File: src/verilog/div_pkg.sv
// Shared widths, step counts and request type of the iterative divider
// Every RTL file refers to these by scoped name

`default_nettype none

package div_pkg;

   localparam int XLEN    = 32;  // Operand and result width
   localparam int CNT_W   = 6;   // Step counter width
   localparam int SMALL_W = 4;   // Fast path operand and quotient width

   // Step counts sized to the counter
   localparam logic [CNT_W-1:0] QUOT_STEPS = CNT_W'(32);
   localparam logic [CNT_W-1:0] REM_STEPS  = CNT_W'(33);  // Plus remainder correction

   typedef logic [XLEN-1:0] xlen_t;

   // One divide request
   typedef struct packed {
      logic is_unsigned;  // DIVU or REMU
      logic want_rem;     // Return the remainder
   } div_op_t;

endpackage

`default_nettype wire

File: src/verilog/div_operand_if.sv
// Registered operand magnitudes and sign flags of the request in flight
// Driven by operand prep and read by the lookup, sequencer, core and fixup

`default_nettype none

interface div_operand_if;

   logic             load;          // Operands newly registered
   div_pkg::xlen_t   dividend_mag;
   div_pkg::xlen_t   divisor_mag;
   div_pkg::div_op_t op;
   logic             neg_quot;      // Quotient needs negation
   logic             neg_rem;       // Remainder needs negation

   modport prep (
      output load,
      output dividend_mag,
      output divisor_mag,
      output op,
      output neg_quot,
      output neg_rem
   );

   modport sink (
      input load,
      input dividend_mag,
      input divisor_mag,
      input op,
      input neg_quot,
      input neg_rem
   );

endinterface

`default_nettype wire

File: src/verilog/div_step_if.sv
// Step commands from the sequencer to the non-restoring core
// The core returns the sign of its partial remainder

`default_nettype none

interface div_step_if;

   logic iterate;  // One shift and add/subtract step
   logic correct;  // Add the divisor back to the remainder
   logic clear;    // Abort and clear
   logic pr_neg;   // Partial remainder is negative

   modport seq (
      output iterate,
      output correct,
      output clear,
      input  pr_neg
   );

   modport core (
      input  iterate,
      input  correct,
      input  clear,
      output pr_neg
   );

endinterface

`default_nettype wire

File: src/verilog/div_operand_prep.sv
// Operand capture stage of the divider
// Takes a request on start while idle and registers magnitudes and
// result sign flags for the later stages

`default_nettype none

module div_operand_prep (
   input  logic             clk,
   input  logic             arst_n,
   input  logic             start,
   input  logic             busy,
   input  div_pkg::div_op_t op,
   input  div_pkg::xlen_t   dividend,
   input  div_pkg::xlen_t   divisor,
   div_operand_if.prep      opnd
);

   logic           accept;
   logic           dividend_neg;  // Signed request with negative operand
   logic           divisor_neg;
   logic           divisor_zero;
   div_pkg::xlen_t dividend_abs;
   div_pkg::xlen_t divisor_abs;

   assign accept       = start & ~busy;  // Starts during a run are dropped
   assign dividend_neg = ~op.is_unsigned & dividend[div_pkg::XLEN-1];
   assign divisor_neg  = ~op.is_unsigned & divisor[div_pkg::XLEN-1];
   assign divisor_zero = (divisor == '0);

   // Most negative number maps onto itself as an unsigned magnitude
   assign dividend_abs = dividend_neg ? -dividend : dividend;
   assign divisor_abs  = divisor_neg ? -divisor : divisor;

   always_ff @(posedge clk or negedge arst_n) begin
      if (!arst_n) begin
         opnd.load <= 1'b0;
      end else begin
         opnd.load <= accept;
      end
   end

   always_ff @(posedge clk) begin
      if (accept) begin
         opnd.dividend_mag <= dividend_abs;
         opnd.divisor_mag  <= divisor_abs;
         opnd.op           <= op;
         // Divide by zero keeps the all ones quotient
         opnd.neg_quot     <= (dividend_neg ^ divisor_neg) & ~divisor_zero;
         opnd.neg_rem      <= dividend_neg;  // Remainder follows the dividend
      end
   end

endmodule

`default_nettype wire

File: src/verilog/div_small_lookup.sv
// Small operand fast path
// Flags quotient requests whose magnitudes fit in 4 bits and gives their
// quotient in the load cycle

`default_nettype none

module div_small_lookup (
   div_operand_if.sink                 opnd,
   input  logic                        fast_disable,
   output logic                        small_hit,
   output logic [div_pkg::SMALL_W-1:0] small_quot
);

   logic                        both_small;
   logic [div_pkg::SMALL_W-1:0] num;
   logic [div_pkg::SMALL_W-1:0] den;

   assign num = opnd.dividend_mag[div_pkg::SMALL_W-1:0];
   assign den = opnd.divisor_mag[div_pkg::SMALL_W-1:0];

   // Upper bits of both magnitudes clear
   assign both_small = (opnd.dividend_mag[div_pkg::XLEN-1:div_pkg::SMALL_W] == '0) &
                       (opnd.divisor_mag[div_pkg::XLEN-1:div_pkg::SMALL_W] == '0);

   // Divide by zero always takes the long path
   assign small_hit = opnd.load & ~opnd.op.want_rem & both_small & (den != '0) &
                      ~fast_disable;

   assign small_quot = (den == '0) ? '0 : num / den;

endmodule

`default_nettype wire

File: src/verilog/div_sequencer.sv
// Run control of the divider
// Counts the non-restoring steps and issues the correction step
// Signals finish in the last compute cycle and aborts on flush

`default_nettype none

module div_sequencer (
   input  logic        clk,
   input  logic        arst_n,
   div_operand_if.sink opnd,
   input  logic        small_hit,
   input  logic        flush,
   div_step_if.seq     step,
   output logic        busy,
   output logic        finish
);

   logic                      run;   // Iterating after the load cycle
   logic                      tail;  // Cycle in which done pulses
   logic [div_pkg::CNT_W-1:0] count;
   logic [div_pkg::CNT_W-1:0] last_count;

   assign last_count = opnd.op.want_rem ? div_pkg::REM_STEPS : div_pkg::QUOT_STEPS;

   // Step one runs in the load cycle and count holds the steps done
   assign step.iterate = (opnd.load & ~small_hit) | (run & (count < div_pkg::QUOT_STEPS));
   assign step.correct = run & (count == div_pkg::QUOT_STEPS) & opnd.op.want_rem &
                         step.pr_neg;  // Only a negative remainder needs it
   assign step.clear   = flush;

   assign finish = small_hit | (run & (count == last_count));
   assign busy   = opnd.load | run | tail;

   always_ff @(posedge clk or negedge arst_n) begin
      if (!arst_n) begin
         run   <= 1'b0;
         tail  <= 1'b0;
         count <= '0;
      end else begin
         tail <= finish & ~flush;
         if (flush || finish) begin
            run   <= 1'b0;
            count <= '0;
         end else if (opnd.load) begin
            run   <= 1'b1;
            count <= {{(div_pkg::CNT_W-1){1'b0}}, 1'b1};
         end else if (run) begin
            count <= count + 1'b1;
         end
      end
   end

endmodule

`default_nettype wire

File: src/verilog/div_nonrestoring_core.sv
// Non-restoring divide datapath
// Partial remainder and quotient shift left together each step
// The quotient register starts with the dividend magnitude

`default_nettype none

module div_nonrestoring_core (
   input  logic           clk,
   input  logic           arst_n,
   div_operand_if.sink    opnd,
   div_step_if.core       step,
   output div_pkg::xlen_t quot_mag,
   output div_pkg::xlen_t rem_mag
);

   logic [div_pkg::XLEN:0] pr_q;      // Signed partial remainder
   logic [div_pkg::XLEN:0] pr_cur;
   logic [div_pkg::XLEN:0] pr_shift;
   logic [div_pkg::XLEN:0] pr_next;
   logic [div_pkg::XLEN:0] div_ext;   // Divisor with a zero sign bit
   div_pkg::xlen_t         q_q;
   div_pkg::xlen_t         q_cur;

   // In the load cycle the first step starts from the initial values
   assign pr_cur = opnd.load ? '0 : pr_q;
   assign q_cur  = opnd.load ? opnd.dividend_mag : q_q;

   // Divisor magnitude is held by prep until the run ends
   assign div_ext = {1'b0, opnd.divisor_mag};

   assign pr_shift = {pr_cur[div_pkg::XLEN-1:0], q_cur[div_pkg::XLEN-1]};

   // Add after a negative remainder and subtract otherwise
   // The shifted top bit may wrap since the sum is back in range
   assign pr_next = pr_cur[div_pkg::XLEN] ? pr_shift + div_ext : pr_shift - div_ext;

   always_ff @(posedge clk or negedge arst_n) begin
      if (!arst_n) begin
         pr_q <= '0;
         q_q  <= '0;
      end else if (step.clear) begin
         pr_q <= '0;
         q_q  <= '0;
      end else if (step.iterate) begin
         pr_q <= pr_next;
         q_q  <= {q_cur[div_pkg::XLEN-2:0], ~pr_next[div_pkg::XLEN]};  // New bit is 1 if not negative
      end else if (step.correct) begin
         pr_q <= pr_q + div_ext;  // Restore final remainder
      end
   end

   assign step.pr_neg = pr_q[div_pkg::XLEN];

   assign quot_mag = q_q;
   assign rem_mag  = pr_q[div_pkg::XLEN-1:0];

endmodule

`default_nettype wire

File: src/verilog/div_result_fixup.sv
// Result stage of the divider
// Picks the small quotient, remainder or quotient, applies the sign and
// registers it with the done pulses

`default_nettype none

module div_result_fixup (
   input  logic                        clk,
   input  logic                        arst_n,
   div_operand_if.sink                 opnd,
   input  logic                        finish,
   input  logic                        small_hit,
   input  logic [div_pkg::SMALL_W-1:0] small_quot,
   input  div_pkg::xlen_t              quot_mag,
   input  div_pkg::xlen_t              rem_mag,
   input  logic                        flush,
   output logic                        done,
   output logic                        done_early,
   output div_pkg::xlen_t              result
);

   logic           capture;
   logic           negate;
   div_pkg::xlen_t pick;
   div_pkg::xlen_t signed_res;

   assign capture = finish & ~flush;

   always_comb begin
      if (small_hit) begin
         pick   = {{(div_pkg::XLEN-div_pkg::SMALL_W){1'b0}}, small_quot};
         negate = opnd.neg_quot;
      end else if (opnd.op.want_rem) begin
         pick   = rem_mag;
         negate = opnd.neg_rem;
      end else begin
         pick   = quot_mag;
         negate = opnd.neg_quot;
      end
   end

   assign signed_res = negate ? -pick : pick;

   always_ff @(posedge clk or negedge arst_n) begin
      if (!arst_n) begin
         done       <= 1'b0;
         done_early <= 1'b0;
         result     <= '0;
      end else begin
         done       <= capture;
         done_early <= capture & small_hit;
         if (capture) begin
            result <= signed_res;  // Held until the next done
         end
      end
   end

endmodule

`default_nettype wire

File: src/verilog/div_top.sv
// Top level of the 32-bit iterative divider
// Pulse start while busy is low and the result comes with done
// Quotients of small operands finish early unless fast_disable is set

`default_nettype none

module div_top (
   input  logic                     clk,
   input  logic                     arst_n,
   input  logic                     start,
   input  logic                     is_unsigned,
   input  logic                     want_rem,
   input  logic [div_pkg::XLEN-1:0] dividend,
   input  logic [div_pkg::XLEN-1:0] divisor,
   input  logic                     flush,
   input  logic                     fast_disable,
   output logic                     busy,
   output logic                     done,
   output logic                     done_early,
   output logic [div_pkg::XLEN-1:0] result
);

   div_pkg::div_op_t            op;
   logic                        small_hit;
   logic [div_pkg::SMALL_W-1:0] small_quot;
   logic                        finish;
   div_pkg::xlen_t              quot_mag;
   div_pkg::xlen_t              rem_mag;

   div_operand_if opnd_bus ();
   div_step_if    step_bus ();

   assign op.is_unsigned = is_unsigned;
   assign op.want_rem    = want_rem;

   div_operand_prep i_operand_prep (
      .clk      (clk),
      .arst_n   (arst_n),
      .start    (start),
      .busy     (busy),
      .op       (op),
      .dividend (dividend),
      .divisor  (divisor),
      .opnd     (opnd_bus.prep)
   );

   div_small_lookup i_small_lookup (
      .opnd         (opnd_bus.sink),
      .fast_disable (fast_disable),
      .small_hit    (small_hit),
      .small_quot   (small_quot)
   );

   div_sequencer i_sequencer (
      .clk       (clk),
      .arst_n    (arst_n),
      .opnd      (opnd_bus.sink),
      .small_hit (small_hit),
      .flush     (flush),
      .step      (step_bus.seq),
      .busy      (busy),
      .finish    (finish)
   );

   div_nonrestoring_core i_core (
      .clk      (clk),
      .arst_n   (arst_n),
      .opnd     (opnd_bus.sink),
      .step     (step_bus.core),
      .quot_mag (quot_mag),
      .rem_mag  (rem_mag)
   );

   div_result_fixup i_result_fixup (
      .clk        (clk),
      .arst_n     (arst_n),
      .opnd       (opnd_bus.sink),
      .finish     (finish),
      .small_hit  (small_hit),
      .small_quot (small_quot),
      .quot_mag   (quot_mag),
      .rem_mag    (rem_mag),
      .flush      (flush),
      .done       (done),
      .done_early (done_early),
      .result     (result)
   );

endmodule

`default_nettype wire

File: config.mk
export PLATFORM = sky130hd
export DESIGN_NAME = div_top
export DESIGN_NICKNAME = d
export VERILOG_FILES = /design/src/verilog/div_pkg.sv /design/src/verilog/div_operand_if.sv /design/src/verilog/div_step_if.sv /design/src/verilog/div_operand_prep.sv /design/src/verilog/div_small_lookup.sv /design/src/verilog/div_sequencer.sv /design/src/verilog/div_nonrestoring_core.sv /design/src/verilog/div_result_fixup.sv /design/src/verilog/div_top.sv
export SDC_FILE = /design/constraint.sdc
export NUM_CORES = 1
export LEC_CHECK = 0
export ABC_AREA = 1
export BUFFER_PORTS_ARGS = -buffer_cell sky130_fd_sc_hd__buf_4
export CORE_MARGIN = 1.5
export CORE_UTILIZATION = 55
export CTS_BUF_LIST = sky130_fd_sc_hd__clkbuf_4
export DETAILED_ROUTE_END_ITERATION = 16
export PLACE_DENSITY = 0.73
export REMOVE_ABC_BUFFERS = 1
export SLEW_MARGIN = 20
export SYNTH_ARGS = -nofsm -noshare
export SYNTH_HDL_FRONTEND = slang
export SYNTH_HIERARCHICAL = 1
export SYNTH_SLANG_ARGS = --single-unit
File: constraint.sdc
create_clock -name clk -period 4.8 [get_ports clk]
set_input_delay 0 -clock clk [delete_from_list [all_inputs] [get_ports clk]]
set_output_delay 0 -clock clk [all_outputs]
set_load 0.005 [all_outputs]
== After elaboration in Yosys (flattened, before gate mapping) ==
Index checks and enable logic that the tools add are counted.

* $add $sub $neg: 7
* Div/mod/pow operators: 1
* Magnitude comparators: 1
* Equal/unequal tests: 2
* Mux-type cells: 22
* Bitwise operators: 30
* Reduce and logical (&&, ||, !) cells: 10

{| class="wikitable"
|+ Operators by type and width
! kind !! number
|-
| $mux W32 || 8
|-
| $mux W33 || 5
|-
| $neg A32 Y32 || 3
|-
| $add A33 B32 Y33 || 2
|-
| $logic_not A28 Y1 || 2
|-
| $sub A33 B32 Y33 || 1
|-
| $logic_not A32 Y1 || 1
|-
| $mux W6 || 3
|-
| $and A1 B1 Y1 || 17
|-
| $not A1 Y1 || 8
|-
| $add A6 B1 Y6 const B || 1
|-
| $eq A6 B6 Y1 || 1
|-
| $eq A6 B6 Y1 const B || 1
|-
| $lt A6 B6 Y1 const B || 1
|-
| $reduce_bool A3 Y1 || 2
|-
| $mux W1 || 5
|-
| $div A4 B4 Y4 || 1
|-
| $logic_not A4 Y1 || 1
|-
| $mux W4 || 1
|-
| $or A1 B1 Y1 || 4
|-
| $reduce_bool A2 Y1 || 2
|-
| $reduce_bool A4 Y1 || 1
|-
| $logic_or A1 B1 Y1 || 1
|-
| $xor A1 B1 Y1 || 1
|}

* Register bits after elaboration: 174
* Input bits: 71
* Output and inout port bits: 35
* Logic and storage cells: 86

== Logic depth before layout (Yosys ltp) ==
* Depth in word-level cells: 10
* Gate-level depth with buffers: 39
* Gate-level depth less buffers: 39

== By module ==
Netlist, hierarchy kept.

{| class="wikitable"
|+ By module, submodules not included
! module !! times used !! cells an instance !! area an instance (sq um) !! sequential area each (sq um)
|-
| div_nonrestoring_core || 1 || 1611 || 8922.3 || 1626.6
|-
| div_operand_prep || 1 || 534 || 4122.7 || 2067.0
|-
| div_result_fixup || 1 || 512 || 3145.5 || 850.8
|-
| div_small_lookup || 1 || 130 || 680.7 || 0.0
|-
| div_sequencer || 1 || 76 || 575.6 || 200.2
|}

== Worst setup path after synthesis ==
No wires, ideal clock.

* Path kind: register to register
* Start: register i_operand_prep.opnd.divisor_mag[0]
* End: register i_result_fixup.result[24]
* Library setup time: 0.117 ns
* Arrival time: 4.258 ns
* Data required time: 4.683 ns
* Setup slack: 0.424 ns
* Cell stages (with the launch flop): 37
* Buffers on the path: 0
* Clock period less this slack: 4.376 ns
* Cells stage by stage: edfxtp_1 inv_1 ha_1 inv_1 nand2_1 nand3_4 a21boi_0 ha_1 nand2_1 nand3_1 nand2_2 nand2_1 o21ai_2 ha_1 a21oi_2 nand2b_1 nand3_1 nand2_1 o21ai_1 ha_1 inv_1 o21bai_1 nand3_1 nand3_1 nand2_1 inv_1 nand2_1 nand2_1 inv_2 ha_1 nand3_2 nor2_4 nand2_2 o21ai_4 nand4_1 nand3_1 nand2_1

* Elaborated cells between the ends (all ways): 12
* Classes of those cells: add/sub (1); div (1); mux (4); bitwise (4); reduce/logical (2)

{| class="wikitable"
|+ RTL lines
! what !! RTL line !! text
|-
| start, declared || div_operand_if.sv:18 || <nowiki>output divisor_mag,</nowiki>
|-
| start signal, assigned || div_operand_prep.sv:45 || <nowiki>opnd.divisor_mag <= divisor_abs;</nowiki>
|-
| $div A4 B4 Y4 or $logic_not A4 Y1 (tied branches) || div_small_lookup.sv:29 || <nowiki>assign small_quot = (den == '0) ? '0 : num / den;</nowiki>
|-
| $mux W4 (*) || div_small_lookup.sv:29 ||
|-
| named net small_quot (one bit) || div_top.sv:25 || <nowiki>logic [div_pkg::SMALL_W-1:0] small_quot;</nowiki>
|-
| $mux W32 (*) || div_result_fixup.sv:30 || <nowiki>if (small_hit) begin</nowiki>
|-
| $neg A32 Y32 (*) || div_result_fixup.sv:42 || <nowiki>assign signed_res = negate ? -pick : pick;</nowiki>
|-
| $mux W32 (*) || div_result_fixup.sv:42 ||
|-
| end signal, assigned || div_result_fixup.sv:53 || <nowiki>result <= signed_res;</nowiki>
|-
| end, declared || div_result_fixup.sv:19 || <nowiki>output div_pkg::xlen_t result</nowiki>
|}

The timed path passes the listed nets; every way through them passes the cells marked *.
A chain may end at the register's enable or synchronous reset.

== Worst setup path after layout ==
* Start: register i_operand_prep.opnd.dividend_mag[3]
* End: register i_result_fixup.result[12]

* Cells in the longest elaborated chain, start to end: 5

{| class="wikitable"
|+ RTL lines
! what !! RTL line !! text
|-
| start, declared || div_operand_if.sv:17 || <nowiki>output dividend_mag,</nowiki>
|-
| start signal, assigned || div_operand_prep.sv:44 || <nowiki>opnd.dividend_mag <= dividend_abs;</nowiki>
|-
| $div A4 B4 Y4 || div_small_lookup.sv:29 ||
|-
| $mux W4 || div_small_lookup.sv:29 ||
|-
| named net small_quot (one bit) || div_top.sv:25 ||
|-
| $mux W32 || div_result_fixup.sv:30 ||
|-
| $neg A32 Y32 || div_result_fixup.sv:42 ||
|-
| $mux W32 || div_result_fixup.sv:42 ||
|}

The timed path passes the listed nets, and every way through them passes these cells.

==> flow_summary.json <==
{
  "clock_skew_ns": 0.0341,
  "maxSlewHeadroom_pct": 40.9,
  "pin_count": 106,
  "period_needed_ns": 4.71,
  "wl_per_cell_um": 16.8,
  "grt_first_pass_wirelength_um": 92300,
  "crit_fanout": 7,
  "max_cap_violations": 0,
  "period_share_pct": 98.0,
  "totalWireLength_um": 58900,
  "max_stage_delay_ns": 0.46,
  "insertion_delay_ns": 0.65,
  "grt_overflow": 0,
  "final_area_sq_um": 20400,
  "dieHeight_um": 181,
  "rows": 64,
  "cts.sinks": 175,
  "startpoint_type": "register",
  "hp-class": "in -> reg",
  "port_buffers": 105,
  "cp_common_cell": "nand2_2",
  "clockBufferDepth": 2,
  "ant_nets": 0,
  "hold_viol": 0,
  "status": "finished, final reports clean",
  "die_w_um": 181,
  "crit_family": "simple AND/OR/NAND/NOR gates",
  "dpl.hpwl_um": 45200,
  "final_common_cell": "nand2_1",
  "cts_htree_levels": 4,
  "finalPower_mw": 7.63,
  "fmax_ghz": 0.212,
  "synthesis.area_sq_um": 17400,
  "maxSlewViolCount": 0,
  "first_pass_iters": 6,
  "vias": 19100,
  "arrival_ns": 5.25,
  "p_leak_nw": 10.9,
  "route.detailed.drc": 0,
  "core-area_sq_um": 30900,
  "drive_gt1_share_pct": 10.2,
  "synth_warnings": 6,
  "vdd_drop_max_mv": 0.198,
  "dieArea_sq_um": 32700,
  "slowest_stage": "edfxtp_1",
  "cellPowerDensity_nw_per_um2": 374,
  "dpl_cell_area_sq_um": 18500,
  "clk_pin_slew_ns": 0.16,
  "hold_slack_ns": 0.0956,
  "mostFrequentLayoutCells": "nand2_1, inv_1, nor2_1",
  "synth_area_per_cell_sq_um": 6.09,
  "rsz0062_at_grt": "yes",
  "setup_tns_ns": 0,
  "cts_root_buffer": "clkbuf_4",
  "grt_pass1_vias": 17700,
  "viasPerCell": 5.47,
  "cts_buffers": 17,
  "tritoncts": "done",
  "start_util_pct": 56.3,
  "gr-usage-all-layers_pct": 36.0,
  "routabilityCongestion": 0.973,
  "antenna_found_initial": 1,
  "crit_type": "reg -> reg",
  "worstMarginPinSlew_ns": 0.886,
  "dr.first_iter.drc_count": 1881,
  "syn2layout_area_growth_pct": 17.1,
  "synth_cells": 2862,
  "required_ns": 5.35,
  "nets": 3243,
  "grt_max_degree": 69,
  "crit_buf_inv": 5,
  "cp-end-kind": "register",
  "setup_viol": 0
}
-- area by class of cell --
| type | instances | area, sq um |
|---|---|---|
| diodes | 1 | 2.50 |
| clock buffers | 18 | 135 |
| clock inverters | 14 | 131 |
| multi-input cells | 2124 | 10700 |
| fillers | 2836 | 10500 |
| flip-flops and latches | 175 | 4720 |
| inverters | 504 | 1900 |
| repair buffers | 267 | 2340 |
| well taps | 396 | 495 |
-- per-stage QoR --
stage	utilization [%]	cells	setup WS (ns)
after floorplan	-	2803	-1.14
after global placement	60.0	3322	0.141
after detailed placement	60.0	3322	-0.0672
after CTS	65.2	3489	0.0532
after global routing	66.0	3499	-0.151
final	66.0	3499	0.0937
-- where the power goes --
| group | total [mW] | switching, mW | leakage [nW] | internal (mW) |
|---|---|---|---|---|
| combinational | 4.70 | 3.09 | 8.68 | 1.61 |
| sequential | 2.06 | 0.300 | 2.10 | 1.76 |
| clock | 0.864 | 0.589 | 0.151 | 0.275 |
| total | 7.63 | 3.98 | 10.9 | 3.64 |
-- what timing repair did --
item	in CTS	in global routing
hold buffers	133	0
endpoints found under the setup margin	7	24
gates resized for setup	3	35
hold endpoints to repair	196	0
pin swaps	2	23
buffers inserted	2	9
-- worst register-to-register path, delay by kind of cell, from the launching register on --
| family | cells | cell delay [ns] |
|---|---|---|
| simple gates | 17 | 1.55 |
| fa+ha+maj | 5 | 1.26 |
| compound gates | 7 | 0.88 |
| flops | 1 | 0.46 |
| buf+inv | 5 | 0.39 |
| xor+xnor | 1 | 0.10 |
-- path summary, 6_finish.rpt --
path | from | to | slack, ns | cells after the start
setup / recovery | i_operand_prep/opnd.dividend_mag[3]$_DFFE_PP_ | i_result_fixup/result[12]$_DFFE_PN0P_ | 0.09 | 35
hold / removal | want_rem | i_operand_prep/opnd.op[0]$_DFFE_PP_ | 0.1 | 2
setup reg to reg | i_operand_prep/opnd.dividend_mag[3]$_DFFE_PP_ | i_result_fixup/result[12]$_DFFE_PN0P_ | 0.09 | 35
hold reg to reg | i_result_fixup/result[17]$_DFFE_PN0P_ | i_result_fixup/result[17]$_DFFE_PN0P_ | 0.51 | 2
max in group asynchronous | arst_n | i_core/pr_q[19]$_DFFE_PN0P_ | 2.93 | 4
min in group asynchronous | arst_n | i_core/pr_q[24]$_DFFE_PN0P_ | 0.50 | 3
-- state kept, by name (all words and copies together), names as in the netlist --
name and flops:
i_sequencer/run 1, i_operand_prep/opnd.dividend_mag 32, i_operand_prep/opnd.neg_quot 1, i_operand_prep/opnd.neg_rem 1, i_operand_prep/opnd.load 1, i_sequencer/count 6
i_operand_prep/opnd.op 1, i_result_fixup/result 32, i_sequencer/tail 1, i_result_fixup/done_early 1, i_result_fixup/done 1, i_core/quot_mag 32
i_core/pr_q 33, i_operand_prep/opnd.divisor_mag 32
-- routing by layer --
metal,part of all wire [%],up-vias,global-route usage [%]
li1,-,9348,-
met4,3.5,0,13.4
met1,43,8856,48.3
met5,0,-,0
met2,46,790,58.4
met3,7.6,129,5.81
Note: power is estimated with default switching activity, not from simulation.
